File: config.mk
export PLATFORM = sky130hd
export DESIGN_NAME = boot_mem_ctrl
export DESIGN_NICKNAME = d
export VERILOG_FILES = /design/src/design/boot_mem_pkg.sv /design/src/design/mem_port_if.sv /design/src/design/boot_regs.sv /design/src/design/dual_access_arbiter.sv /design/src/design/code_copy_engine.sv /design/src/design/mem_bus_mux.sv /design/src/design/boot_mem_ctrl.sv
export SDC_FILE = /design/constraint.sdc
export NUM_CORES = 1
export LEC_CHECK = 0
export BUFFER_PORTS_ARGS = -buffer_cell sky130_fd_sc_hd__buf_4
export CORE_ASPECT_RATIO = 1.1
export CORE_MARGIN = 2
export CORE_UTILIZATION = 45
export DETAILED_ROUTE_END_ITERATION = 7
export PLACE_DENSITY = 0.76
export SETUP_SLACK_MARGIN = 0.15
export SLEW_MARGIN = 0
export SYNTH_ARGS = -nofsm -noshare
export SYNTH_HDL_FRONTEND = slang
export SYNTH_SLANG_ARGS = --single-unit
export TNS_END_PERCENT = 50
File: constraint.sdc
create_clock -name clk_i -period 4.5 [get_ports clk_i]
set_input_delay 0.675 -clock clk_i [delete_from_list [all_inputs] [get_ports clk_i]]
set_output_delay 0.675 -clock clk_i [all_outputs]
set_load 0.005 [all_outputs]
File: src/design/boot_mem_pkg.sv
package boot_mem_pkg;

	// Bus word used for addresses and data
	localparam int unsigned WORD_BITS = 32;
	typedef logic [WORD_BITS-1:0] word_t;
	typedef logic [3:0] be_t;

	// Address step between copied words
	localparam word_t WORD_BYTES = 32'd4;

	// Address map
	localparam int unsigned SRAM_ADDR_BITS = 17;
	localparam int unsigned DDR_ADDR_BITS = 28;
	localparam logic [3:0] DDR_BASE_NIBBLE = 4'hF;

	// Boot strap encoding
	typedef enum logic [1:0] {
		BOOT_ROM  = 2'd0,
		BOOT_SRAM = 2'd1,
		BOOT_DDR  = 2'd2
	} boot_src_e;

	typedef enum logic {
		DEST_SRAM = 1'b0,
		DEST_DDR  = 1'b1
	} copy_dest_e;

	// Register word index, byte address is index times 4
	typedef enum logic [1:0] {
		REG_CTRL   = 2'd0,
		REG_STATUS = 2'd1,
		REG_START  = 2'd2,
		REG_STOP   = 2'd3
	} reg_idx_e;

	// Control register fields
	localparam int unsigned CTRL_START_BIT = 0;
	localparam int unsigned CTRL_DEST_BIT = 1;

	// Copy configuration seen by the engine and the mux
	typedef struct packed {
		logic       start_copy;
		copy_dest_e dest;
		word_t      start_addr;
		word_t      stop_addr;
	} boot_cfg_t;

	typedef enum logic [2:0] {
		ARB_IDLE,
		WAIT_BOTH,
		WAIT_DATA,
		WAIT_INSTR,
		ARB_ACK
	} arb_state_e;

	typedef enum logic [2:0] {
		COPY_IDLE,
		READ_ROM,
		WRITE_RAM,
		INCR_ADDR,
		END_COPY
	} copy_state_e;

endpackage

File: src/design/mem_port_if.sv
`timescale 1ns/10ps

// One memory port with a level handshake
// Request and fields stay steady until ready is seen high
interface mem_port_if import boot_mem_pkg::*; ();

	// Request side
	logic  rd;
	logic  wr;
	word_t addr;
	word_t wdata;
	be_t   be;

	// Response side
	word_t rdata;
	logic  ready;

	modport master (
		output rd, wr, addr, wdata, be,
		input  rdata, ready
	);

	modport slave (
		input  rd, wr, addr, wdata, be,
		output rdata, ready
	);

endinterface

File: src/design/boot_regs.sv
`timescale 1ns/10ps

module boot_regs import boot_mem_pkg::*; (
	input  logic       clk_i,
	input  logic       rst_ni,
	input  logic       wb_cyc_i,
	input  logic       wb_stb_i,
	input  logic       wb_we_i,
	input  logic [3:0] wb_adr_i,
	input  word_t      wb_dat_i,
	output word_t      wb_dat_o,
	output logic       wb_ack_o,
	input  logic [1:0] boot_source_i,
	input  logic       copy_done_i,
	input  logic       exec_from_copy_i,
	output boot_cfg_t  cfg_o
);

	reg_idx_e idx;
	logic     req;
	logic     accept;
	logic     ack_q;
	logic     served_q;
	word_t    ctrl_q;
	word_t    start_q;
	word_t    stop_q;
	word_t    status;

	// Word index from the byte address
	assign idx = reg_idx_e'(wb_adr_i[3:2]);
	assign req = wb_cyc_i & wb_stb_i;
	// New cycle only once the previous strobe has been dropped
	assign accept = req & ~ack_q & ~served_q;

	always_ff @(posedge clk_i) begin
		if (!rst_ni) begin
			ack_q <= 1'b0;
			served_q <= 1'b0;
		end else begin
			ack_q <= accept;
			// Remember an acked cycle while the master keeps its strobe up
			served_q <= req & (served_q | ack_q);
		end
	end

	assign wb_ack_o = ack_q & req;

	// Writes land on the edge that raises the ack
	always_ff @(posedge clk_i) begin
		if (!rst_ni) begin
			ctrl_q <= '0;
			start_q <= '0;
			stop_q <= '0;
		end else begin
			if (accept && wb_we_i) begin
				case (idx)
					REG_CTRL:  ctrl_q <= wb_dat_i;
					REG_START: start_q <= wb_dat_i;
					REG_STOP:  stop_q <= wb_dat_i;
					default: ;
				endcase
			end
			// Hardware clears the start request at the end of a copy
			if (copy_done_i) begin
				ctrl_q[CTRL_START_BIT] <= 1'b0;
			end
		end
	end

	// Status is read only, straps above the executing flag
	assign status = {{(WORD_BITS-3){1'b0}}, boot_source_i, exec_from_copy_i};

	always_comb begin
		case (idx)
			REG_CTRL:   wb_dat_o = ctrl_q;
			REG_STATUS: wb_dat_o = status;
			REG_START:  wb_dat_o = start_q;
			default:    wb_dat_o = stop_q;
		endcase
	end

	assign cfg_o.start_copy = ctrl_q[CTRL_START_BIT];
	assign cfg_o.dest = copy_dest_e'(ctrl_q[CTRL_DEST_BIT]);
	assign cfg_o.start_addr = start_q;
	assign cfg_o.stop_addr = stop_q;

endmodule

File: src/design/dual_access_arbiter.sv
`timescale 1ns/10ps

module dual_access_arbiter import boot_mem_pkg::*; (
	input  logic       clk_i,
	input  logic       rst_ni,
	input  logic       cpu_instr_rd_i,
	input  word_t      cpu_instr_addr_i,
	input  logic       cpu_data_rd_i,
	input  logic       cpu_data_wr_i,
	input  word_t      cpu_data_addr_i,
	input  word_t      cpu_data_wdata_i,
	input  be_t        cpu_data_be_i,
	output word_t      cpu_instr_rdata_o,
	output word_t      cpu_data_rdata_o,
	output logic       mem_ready_o,
	output logic       arb_idle_o,
	mem_port_if.master instr_port,
	mem_port_if.master data_port
);

	arb_state_e state_q;
	arb_state_e state_d;
	logic       data_req;
	logic       both_req;
	logic       idle_ready;
	word_t      instr_q;
	word_t      data_q;

	assign data_req = cpu_data_rd_i | cpu_data_wr_i;
	assign both_req = cpu_instr_rd_i & data_req;

	// Completion seen while no concurrent access is tracked
	always_comb begin
		if (both_req) begin
			idle_ready = instr_port.ready & data_port.ready;
		end else if (cpu_instr_rd_i) begin
			idle_ready = instr_port.ready;
		end else if (data_req) begin
			idle_ready = data_port.ready;
		end else begin
			idle_ready = 1'b0;
		end
	end

	always_ff @(posedge clk_i) begin
		if (!rst_ni) begin
			state_q <= ARB_IDLE;
		end else begin
			state_q <= state_d;
		end
	end

	always_comb begin
		state_d = state_q;
		case (state_q)
			ARB_IDLE: begin
				// Only concurrent accesses need tracking
				if (both_req) begin
					if (!instr_port.ready && !data_port.ready) begin
						state_d = WAIT_BOTH;
					end else if (!data_port.ready) begin
						state_d = WAIT_DATA;
					end else if (!instr_port.ready) begin
						state_d = WAIT_INSTR;
					end
				end
			end
			WAIT_BOTH: begin
				if (instr_port.ready && data_port.ready) begin
					state_d = ARB_ACK;
				end else if (instr_port.ready) begin
					state_d = WAIT_DATA;
				end else if (data_port.ready) begin
					state_d = WAIT_INSTR;
				end
			end
			WAIT_DATA: begin
				if (data_port.ready) begin
					state_d = ARB_ACK;
				end
			end
			WAIT_INSTR: begin
				if (instr_port.ready) begin
					state_d = ARB_ACK;
				end
			end
			// Single cycle release of the CPU
			default: state_d = ARB_IDLE;
		endcase
	end

	// Drop a bus request once that side has completed
	assign instr_port.rd = cpu_instr_rd_i & (state_q != WAIT_DATA) & (state_q != ARB_ACK);
	assign instr_port.wr = 1'b0;
	assign instr_port.addr = cpu_instr_addr_i;
	assign instr_port.wdata = '0;
	assign instr_port.be = '0;

	assign data_port.rd = cpu_data_rd_i & (state_q != WAIT_INSTR) & (state_q != ARB_ACK);
	assign data_port.wr = cpu_data_wr_i & (state_q != WAIT_INSTR) & (state_q != ARB_ACK);
	assign data_port.addr = cpu_data_addr_i;
	assign data_port.wdata = cpu_data_wdata_i;
	assign data_port.be = cpu_data_be_i;

	// Hold read data of whichever side finishes first
	always_ff @(posedge clk_i) begin
		if (instr_port.rd && instr_port.ready) begin
			instr_q <= instr_port.rdata;
		end
		if (data_port.rd && data_port.ready) begin
			data_q <= data_port.rdata;
		end
	end

	// Captured words in ARB_ACK, bus words otherwise
	assign cpu_instr_rdata_o = (state_q == ARB_ACK) ? instr_q : instr_port.rdata;
	assign cpu_data_rdata_o = (state_q == ARB_ACK) ? data_q : data_port.rdata;

	assign mem_ready_o = (state_q == ARB_ACK) | ((state_q == ARB_IDLE) & idle_ready);

	// Access boundary where a copy may take over the buses
	assign arb_idle_o = (state_q == ARB_IDLE) & (idle_ready | ~(cpu_instr_rd_i | data_req));

endmodule

File: src/design/code_copy_engine.sv
`timescale 1ns/10ps

module code_copy_engine import boot_mem_pkg::*; (
	input  logic       clk_i,
	input  logic       rst_ni,
	input  boot_cfg_t  cfg_i,
	input  logic       arb_idle_i,
	output logic       copy_busy_o,
	output logic       copy_done_o,
	output logic       exec_from_copy_o,
	mem_port_if.master copy_rd_port,
	mem_port_if.master copy_wr_port
);

	copy_state_e state_q;
	copy_state_e state_d;
	word_t       addr_q;
	word_t       hold_q;
	logic        exec_q;
	logic        last_word;

	// Stop address is inclusive
	assign last_word = (addr_q == cfg_i.stop_addr);

	always_ff @(posedge clk_i) begin
		if (!rst_ni) begin
			state_q <= COPY_IDLE;
			addr_q <= '0;
			exec_q <= 1'b0;
		end else begin
			state_q <= state_d;
			if (state_q == COPY_IDLE && state_d == READ_ROM) begin
				addr_q <= cfg_i.start_addr;
			end else if (state_q == INCR_ADDR && !last_word) begin
				addr_q <= addr_q + WORD_BYTES;
			end
			// Sticky until reset
			if (copy_done_o) begin
				exec_q <= 1'b1;
			end
		end
	end

	always_comb begin
		state_d = state_q;
		case (state_q)
			COPY_IDLE: begin
				// Wait for the CPU to reach an access boundary
				if (cfg_i.start_copy && arb_idle_i) begin
					state_d = READ_ROM;
				end
			end
			READ_ROM: begin
				if (copy_rd_port.ready) begin
					state_d = WRITE_RAM;
				end
			end
			WRITE_RAM: begin
				if (copy_wr_port.ready) begin
					state_d = INCR_ADDR;
				end
			end
			INCR_ADDR: begin
				state_d = last_word ? END_COPY : READ_ROM;
			end
			// One drain cycle before the buses go back to the CPU
			default: state_d = COPY_IDLE;
		endcase
	end

	// ROM word lands here between read and write
	always_ff @(posedge clk_i) begin
		if (state_q == READ_ROM && copy_rd_port.ready) begin
			hold_q <= copy_rd_port.rdata;
		end
	end

	assign copy_done_o = (state_q == INCR_ADDR) & last_word;
	assign copy_busy_o = (state_q != COPY_IDLE);
	assign exec_from_copy_o = exec_q;

	assign copy_rd_port.rd = (state_q == READ_ROM);
	assign copy_rd_port.wr = 1'b0;
	assign copy_rd_port.addr = addr_q;
	assign copy_rd_port.wdata = '0;
	assign copy_rd_port.be = '0;

	// Whole word writes, the mux maps the address
	assign copy_wr_port.rd = 1'b0;
	assign copy_wr_port.wr = (state_q == WRITE_RAM);
	assign copy_wr_port.addr = addr_q;
	assign copy_wr_port.wdata = hold_q;
	assign copy_wr_port.be = '1;

endmodule

File: src/design/mem_bus_mux.sv
`timescale 1ns/10ps

module mem_bus_mux import boot_mem_pkg::*; (
	input  logic [1:0] boot_source_i,
	input  boot_cfg_t  cfg_i,
	input  logic       copy_busy_i,
	input  logic       exec_from_copy_i,
	output logic       instr_rd_o,
	output word_t      instr_addr_o,
	input  word_t      instr_rdata_i,
	input  logic       instr_ready_i,
	output logic       data_rd_o,
	output logic       data_wr_o,
	output word_t      data_addr_o,
	output word_t      data_wdata_o,
	output be_t        data_be_o,
	input  word_t      data_rdata_i,
	input  logic       data_ready_i,
	mem_port_if.slave  instr_port,
	mem_port_if.slave  data_port,
	mem_port_if.slave  copy_rd_port,
	mem_port_if.slave  copy_wr_port
);

	word_t fetch_addr;
	word_t copy_dest_addr;

	// Low SRAM window, upper bits cleared
	function automatic word_t map_sram(input word_t addr);
		return {{(WORD_BITS-SRAM_ADDR_BITS){1'b0}}, addr[SRAM_ADDR_BITS-1:0]};
	endfunction

	// DDR window at the top nibble
	function automatic word_t map_ddr(input word_t addr);
		return {DDR_BASE_NIBBLE, addr[DDR_ADDR_BITS-1:0]};
	endfunction

	function automatic word_t map_dest(input word_t addr, input copy_dest_e dest);
		return (dest == DEST_DDR) ? map_ddr(addr) : map_sram(addr);
	endfunction

	// Fetch space from the straps until code runs from the copy
	always_comb begin
		if (exec_from_copy_i) begin
			fetch_addr = map_dest(instr_port.addr, cfg_i.dest);
		end else begin
			case (boot_src_e'(boot_source_i))
				BOOT_SRAM: fetch_addr = map_sram(instr_port.addr);
				BOOT_DDR:  fetch_addr = map_ddr(instr_port.addr);
				default:   fetch_addr = instr_port.addr;
			endcase
		end
	end

	assign copy_dest_addr = map_dest(copy_wr_port.addr, cfg_i.dest);

	// Copy owns both buses while busy
	always_comb begin
		if (copy_busy_i) begin
			instr_rd_o = copy_rd_port.rd;
			instr_addr_o = copy_rd_port.addr;
			data_rd_o = copy_wr_port.rd;
			data_wr_o = copy_wr_port.wr;
			data_addr_o = copy_dest_addr;
			data_wdata_o = copy_wr_port.wdata;
			data_be_o = copy_wr_port.be;
		end else begin
			instr_rd_o = instr_port.rd;
			instr_addr_o = fetch_addr;
			data_rd_o = data_port.rd;
			data_wr_o = data_port.wr;
			// CPU data addresses are not remapped
			data_addr_o = data_port.addr;
			data_wdata_o = data_port.wdata;
			data_be_o = data_port.be;
		end
	end

	// CPU ports see no ready during a copy
	assign instr_port.ready = instr_ready_i & ~copy_busy_i;
	assign data_port.ready = data_ready_i & ~copy_busy_i;
	assign copy_rd_port.ready = instr_ready_i & copy_busy_i;
	assign copy_wr_port.ready = data_ready_i & copy_busy_i;

	assign instr_port.rdata = instr_rdata_i;
	assign copy_rd_port.rdata = instr_rdata_i;
	assign data_port.rdata = data_rdata_i;
	assign copy_wr_port.rdata = data_rdata_i;

endmodule

File: src/design/boot_mem_ctrl.sv
`timescale 1ns/10ps

module boot_mem_ctrl import boot_mem_pkg::*; (
	input  logic       clk_i,
	input  logic       rst_ni,
	input  logic [1:0] boot_source_i,
	// Register port
	input  logic       wb_cyc_i,
	input  logic       wb_stb_i,
	input  logic       wb_we_i,
	input  logic [3:0] wb_adr_i,
	input  word_t      wb_dat_i,
	output word_t      wb_dat_o,
	output logic       wb_ack_o,
	// CPU side
	input  logic       cpu_instr_rd_i,
	input  word_t      cpu_instr_addr_i,
	output word_t      cpu_instr_rdata_o,
	input  logic       cpu_data_rd_i,
	input  logic       cpu_data_wr_i,
	input  word_t      cpu_data_addr_i,
	input  word_t      cpu_data_wdata_i,
	input  be_t        cpu_data_be_i,
	output word_t      cpu_data_rdata_o,
	output logic       mem_ready_o,
	// Instruction bus
	output logic       instr_rd_o,
	output word_t      instr_addr_o,
	input  word_t      instr_rdata_i,
	input  logic       instr_ready_i,
	// Data bus
	output logic       data_rd_o,
	output logic       data_wr_o,
	output word_t      data_addr_o,
	output word_t      data_wdata_o,
	output be_t        data_be_o,
	input  word_t      data_rdata_i,
	input  logic       data_ready_i
);

	boot_cfg_t cfg;
	logic      copy_done;
	logic      exec_from_copy;
	logic      copy_busy;
	logic      arb_idle;

	mem_port_if instr_port ();
	mem_port_if data_port ();
	mem_port_if copy_rd_port ();
	mem_port_if copy_wr_port ();

	boot_regs u_regs (
		.clk_i            (clk_i),
		.rst_ni           (rst_ni),
		.wb_cyc_i         (wb_cyc_i),
		.wb_stb_i         (wb_stb_i),
		.wb_we_i          (wb_we_i),
		.wb_adr_i         (wb_adr_i),
		.wb_dat_i         (wb_dat_i),
		.wb_dat_o         (wb_dat_o),
		.wb_ack_o         (wb_ack_o),
		.boot_source_i    (boot_source_i),
		.copy_done_i      (copy_done),
		.exec_from_copy_i (exec_from_copy),
		.cfg_o            (cfg)
	);

	dual_access_arbiter u_arb (
		.clk_i             (clk_i),
		.rst_ni            (rst_ni),
		.cpu_instr_rd_i    (cpu_instr_rd_i),
		.cpu_instr_addr_i  (cpu_instr_addr_i),
		.cpu_data_rd_i     (cpu_data_rd_i),
		.cpu_data_wr_i     (cpu_data_wr_i),
		.cpu_data_addr_i   (cpu_data_addr_i),
		.cpu_data_wdata_i  (cpu_data_wdata_i),
		.cpu_data_be_i     (cpu_data_be_i),
		.cpu_instr_rdata_o (cpu_instr_rdata_o),
		.cpu_data_rdata_o  (cpu_data_rdata_o),
		.mem_ready_o       (mem_ready_o),
		.arb_idle_o        (arb_idle),
		.instr_port        (instr_port.master),
		.data_port         (data_port.master)
	);

	code_copy_engine u_copy (
		.clk_i            (clk_i),
		.rst_ni           (rst_ni),
		.cfg_i            (cfg),
		.arb_idle_i       (arb_idle),
		.copy_busy_o      (copy_busy),
		.copy_done_o      (copy_done),
		.exec_from_copy_o (exec_from_copy),
		.copy_rd_port     (copy_rd_port.master),
		.copy_wr_port     (copy_wr_port.master)
	);

	mem_bus_mux u_mux (
		.boot_source_i    (boot_source_i),
		.cfg_i            (cfg),
		.copy_busy_i      (copy_busy),
		.exec_from_copy_i (exec_from_copy),
		.instr_rd_o       (instr_rd_o),
		.instr_addr_o     (instr_addr_o),
		.instr_rdata_i    (instr_rdata_i),
		.instr_ready_i    (instr_ready_i),
		.data_rd_o        (data_rd_o),
		.data_wr_o        (data_wr_o),
		.data_addr_o      (data_addr_o),
		.data_wdata_o     (data_wdata_o),
		.data_be_o        (data_be_o),
		.data_rdata_i     (data_rdata_i),
		.data_ready_i     (data_ready_i),
		.instr_port       (instr_port.slave),
		.data_port        (data_port.slave),
		.copy_rd_port     (copy_rd_port.slave),
		.copy_wr_port     (copy_wr_port.slave)
	);

endmodule

==> metrics.cfg <==
[drt]
first_iter_violations = 1012
post-route-drc-count = 0
avgViaCountPerCell = 5.50
vias = 11192
dr.pass1.iters = 5
routed_wl_um = 41100
ant_nets = 0
routed_wire_length_per_instance_um = 20.2

[logic_synthesis]
syn_area_per_cell_um2 = 8.86
part_of_the_yosys_area_used_for_sequential_elements_pct = 48.1
yosysWarnings = 0
netlist-cell-type-count = 60
synth-edff-count = 96
asyncSetResetFlopFracSynth_pct = 0
mappedNetlistArea_um2 = 11700
synth_nets = 1534
ys_seq_elements = 233
postSynthCellCount = 1320
postSynth.topFlopCell = sky130_fd_sc_hd__dfxtp_1

[clock_tree]
post_cts_resize_count = 0
cts_setup_buffers = 0
cts-htree-levels = 1
clock_path_buffers = 3
cts_buffers = 25
insertion_delay_ns = 0.54
root_buffer = sky130_fd_sc_hd__clkbuf_16
cts-hold-fix-buffers = 0
clk_pin_slew_worst_paths_ns = 0.07
tritoncts_num_sinks = 233
clock_tree_from_tritoncts = built

[pwr]
powerDensity_nw_per_um2 = 315
worst_ir_drop_vdd_uv = 354
seq_pwr_share_pct = 45.8
pwr-share-clk_pct = 41.9
p_comb_share_pct = 12.3
power.share.switching_pct = 24.0
p_sw_mw = 1.19
leakagePower_nw = 6.64
p_int_mw = 3.77

[worst_setup_path]
crit_path_max_fanout = 36
worstSetupStartpointType = flip-flop
worst_path_required_time_ns = 3.83
worstPathCellList = or3_2 -> a21oi_1 -> buf_4 -> o21ai_0 -> nand2_1 -> buf_4
worst_path_class_setup = reg2out
setup.worst_path.start = u_copy.state_q[1]
critical_path.top_delay_family = simple AND/OR/NAND/NOR gates
arrival_ns = 2.72
r2r_start = u_copy.copy_rd_port.addr[17]
cp-end-kind = output port
timing.critical_path.buf_inv = 2
critical-path-top-cell-by-count = sky130_fd_sc_hd__buf_4
slowest_stage = sky130_fd_sc_hd__or3_2
crit_path_max_incr_delay_ns = 0.86

[cells_and_area]
filler_cell_count = 2145
flow.area_growth_from_synthesis_pct = 34.7
final_layout_size_suffix_gt1_share_pct = 34.7
stdcell_area_um2 = 15800
final_nets = 1880

[grt]
grt.overflow.total = 0
initial_antenna_violation_count = 8
first_global_vias = 10731
grt_pass1_wl_um = 61400
global_route.usage.total_pct = 28.9
grt_start_max_net_pins = 93

[timing]
clock.fmax_ghz = 0.295
fin_skew_ns = 0.0147
worst_slew_margin_rel_pct = 23.0
finalSetupTns_ns = 0
final_hold_viol_count = 0
final_min_period_over_clock_period_pct = 75.4
tightest_slew_ns = 1.15
post-route-min-period_ns = 3.39
grt_setup_unrepaired = false
timing.final.setup_violations = 0
timing.final.max_slew_violations = 0

[placement]
place.gp.congestion = 0.951
place_area_um2 = 14900
io_buffer_count = 410
place.detailed.hpwl_um = 29800

[floorplanning]
die_h_um = 173
core_area_um2 = 25400
initial_utilization_pct = 46.0
placement_rows = 61
die-area_um2 = 27300
die_extent_in_x_um = 158
ios = 413

[run_status]
status = complete, no violations

[job]
cap_viol_max_count = 0

[min_path]
hold_path.class = in2reg
worstHoldStart = data_rdata_i[29]

## metal layers
metal | share of wire [%] | GRT usage (%)
met1 | 37 | 34.1
met5 | 0.090 | 0
met2 | 49 | 48.5
met3 | 10 | 9.30
met4 | 3.7 | 11.6
## sequential cells by signal (all words and copies together), names as in the netlist, 3 cells and up
register	count
u_arb.data_q	32
u_arb.instr_q	32
u_arb.state_q	3
u_copy.copy_rd_port.addr	32
u_copy.copy_wr_port.wdata	32
u_copy.state_q	3
u_regs.ctrl_q	32
u_regs.start_q	32
u_regs.stop_q	32
## final cells by class
cell class,instances,area [µm²],share of cell area [%]
Antenna cell,5,12.5,0.0794
Clock buffer,35,736,4.67
Clock inverter,11,88.8,0.564
Inverter,9,33.8,0.214
Multi-Input combinational cell,975,5630,35.7
Sequential cell,233,5630,35.7
Tap cell,346,433,2.75
Timing Repair Buffer,422,3190,20.3
## logic make-up after synthesis
family	after synthesis	share of synthesized area, %
and+or+nand+nor	603	22.5
buffers and inverters	112	4.10
adders and majority gates	2	0.214
muxes	99	9.81
DFF	233	48.1
xor gates and xnor gates	35	2.62
AOI/OAI and AO/OA	236	12.6
## final timing paths
check	cells after the start	slack [ns]	end
worst min register to register	1	0.42	u_regs.ack_q
worst max-delay path	6	1.11	instr_addr_o[29]
worst max register to register	6	1.61	u_copy.copy_rd_port.addr[17]
worst min-delay path	1	0.32	u_arb.data_q[29]
## synth_stat cells (all sizes together), types with 16 or more instances
master	n	share of area [%]
a21oi	105	4.5
a22o	38	2.8
a31oi	27	1.4
buf	36	1.7
clkbuf	67	2.2
dfxtp	137	23
edfxtp	96	25
mux2	94	9.1
nand2	450	14
nand3	34	1.5
nor2	22	0.71
o21ai	31	1.4
or4	16	1.0
xor2	33	2.5
## metrics by stage
stage / power, mW / utilization, % / worst slack, ns / hold slack, ns / cells
detailed placement: 2.93 / 58.7 / 1.65 / 0.418 / 1985
finish: 4.96 / 62.0 / 1.11 / 0.317 / 2036
global placement: 2.92 / 58.7 / 1.70 / 0.403 / 1985
global route: 5.11 / 62.0 / 1.03 / 0.311 / 2034
floorplan: 2.54 / - / 1.68 / 0.398 / 1320
CTS: 4.98 / 61.9 / 1.13 / 0.304 / 2031
## power by group through the flow
stage                     Sequential, mW  Combinational (mW)  Clock [mW]
after floorplan                     2.31               0.232           0
after global placement              2.32               0.600           0
after detailed placement            2.32               0.608           0
after CTS                           2.27               0.611        2.10
after global routing                2.28               0.656        2.17
final                               2.27               0.611        2.08
## cell usage in the layout, fill, tap and decap left out, types with 4 or more instances in the layout
| cell type | instances |
|---|---|
| sky130_fd_sc_hd__inv_1 | 8 |
| sky130_fd_sc_hd__nand2_1 | 450 |
| sky130_fd_sc_hd__a22o_1 | 38 |
| sky130_fd_sc_hd__nor3_1 | 12 |
| sky130_fd_sc_hd__or3_1 | 7 |
| sky130_fd_sc_hd__buf_4 | 420 |
| sky130_fd_sc_hd__diode_2 | 5 |
| sky130_fd_sc_hd__clkbuf_8 | 5 |
| sky130_fd_sc_hd__nand4_1 | 9 |
| sky130_fd_sc_hd__dfxtp_1 | 137 |
| sky130_fd_sc_hd__or4_1 | 16 |
| sky130_fd_sc_hd__and3_1 | 7 |
| sky130_fd_sc_hd__a31oi_1 | 27 |
| sky130_fd_sc_hd__mux2_2 | 94 |
| sky130_fd_sc_hd__edfxtp_1 | 96 |
| sky130_fd_sc_hd__clkbuf_16 | 26 |
| sky130_fd_sc_hd__nor4_1 | 6 |
| sky130_fd_sc_hd__o21ai_1 | 4 |
| sky130_fd_sc_hd__xor2_1 | 33 |
| sky130_fd_sc_hd__a22oi_1 | 4 |
| sky130_fd_sc_hd__nand2b_1 | 8 |
| sky130_fd_sc_hd__nor2_1 | 17 |
| sky130_fd_sc_hd__nor2_4 | 4 |
| sky130_fd_sc_hd__or2_2 | 5 |
| sky130_fd_sc_hd__o311ai_0 | 5 |
| sky130_fd_sc_hd__o31ai_1 | 9 |
| sky130_fd_sc_hd__o21ai_0 | 26 |
| sky130_fd_sc_hd__a21oi_1 | 105 |
| sky130_fd_sc_hd__nand3_1 | 34 |
No activity file was read; power rests on OpenSTA's default activity.
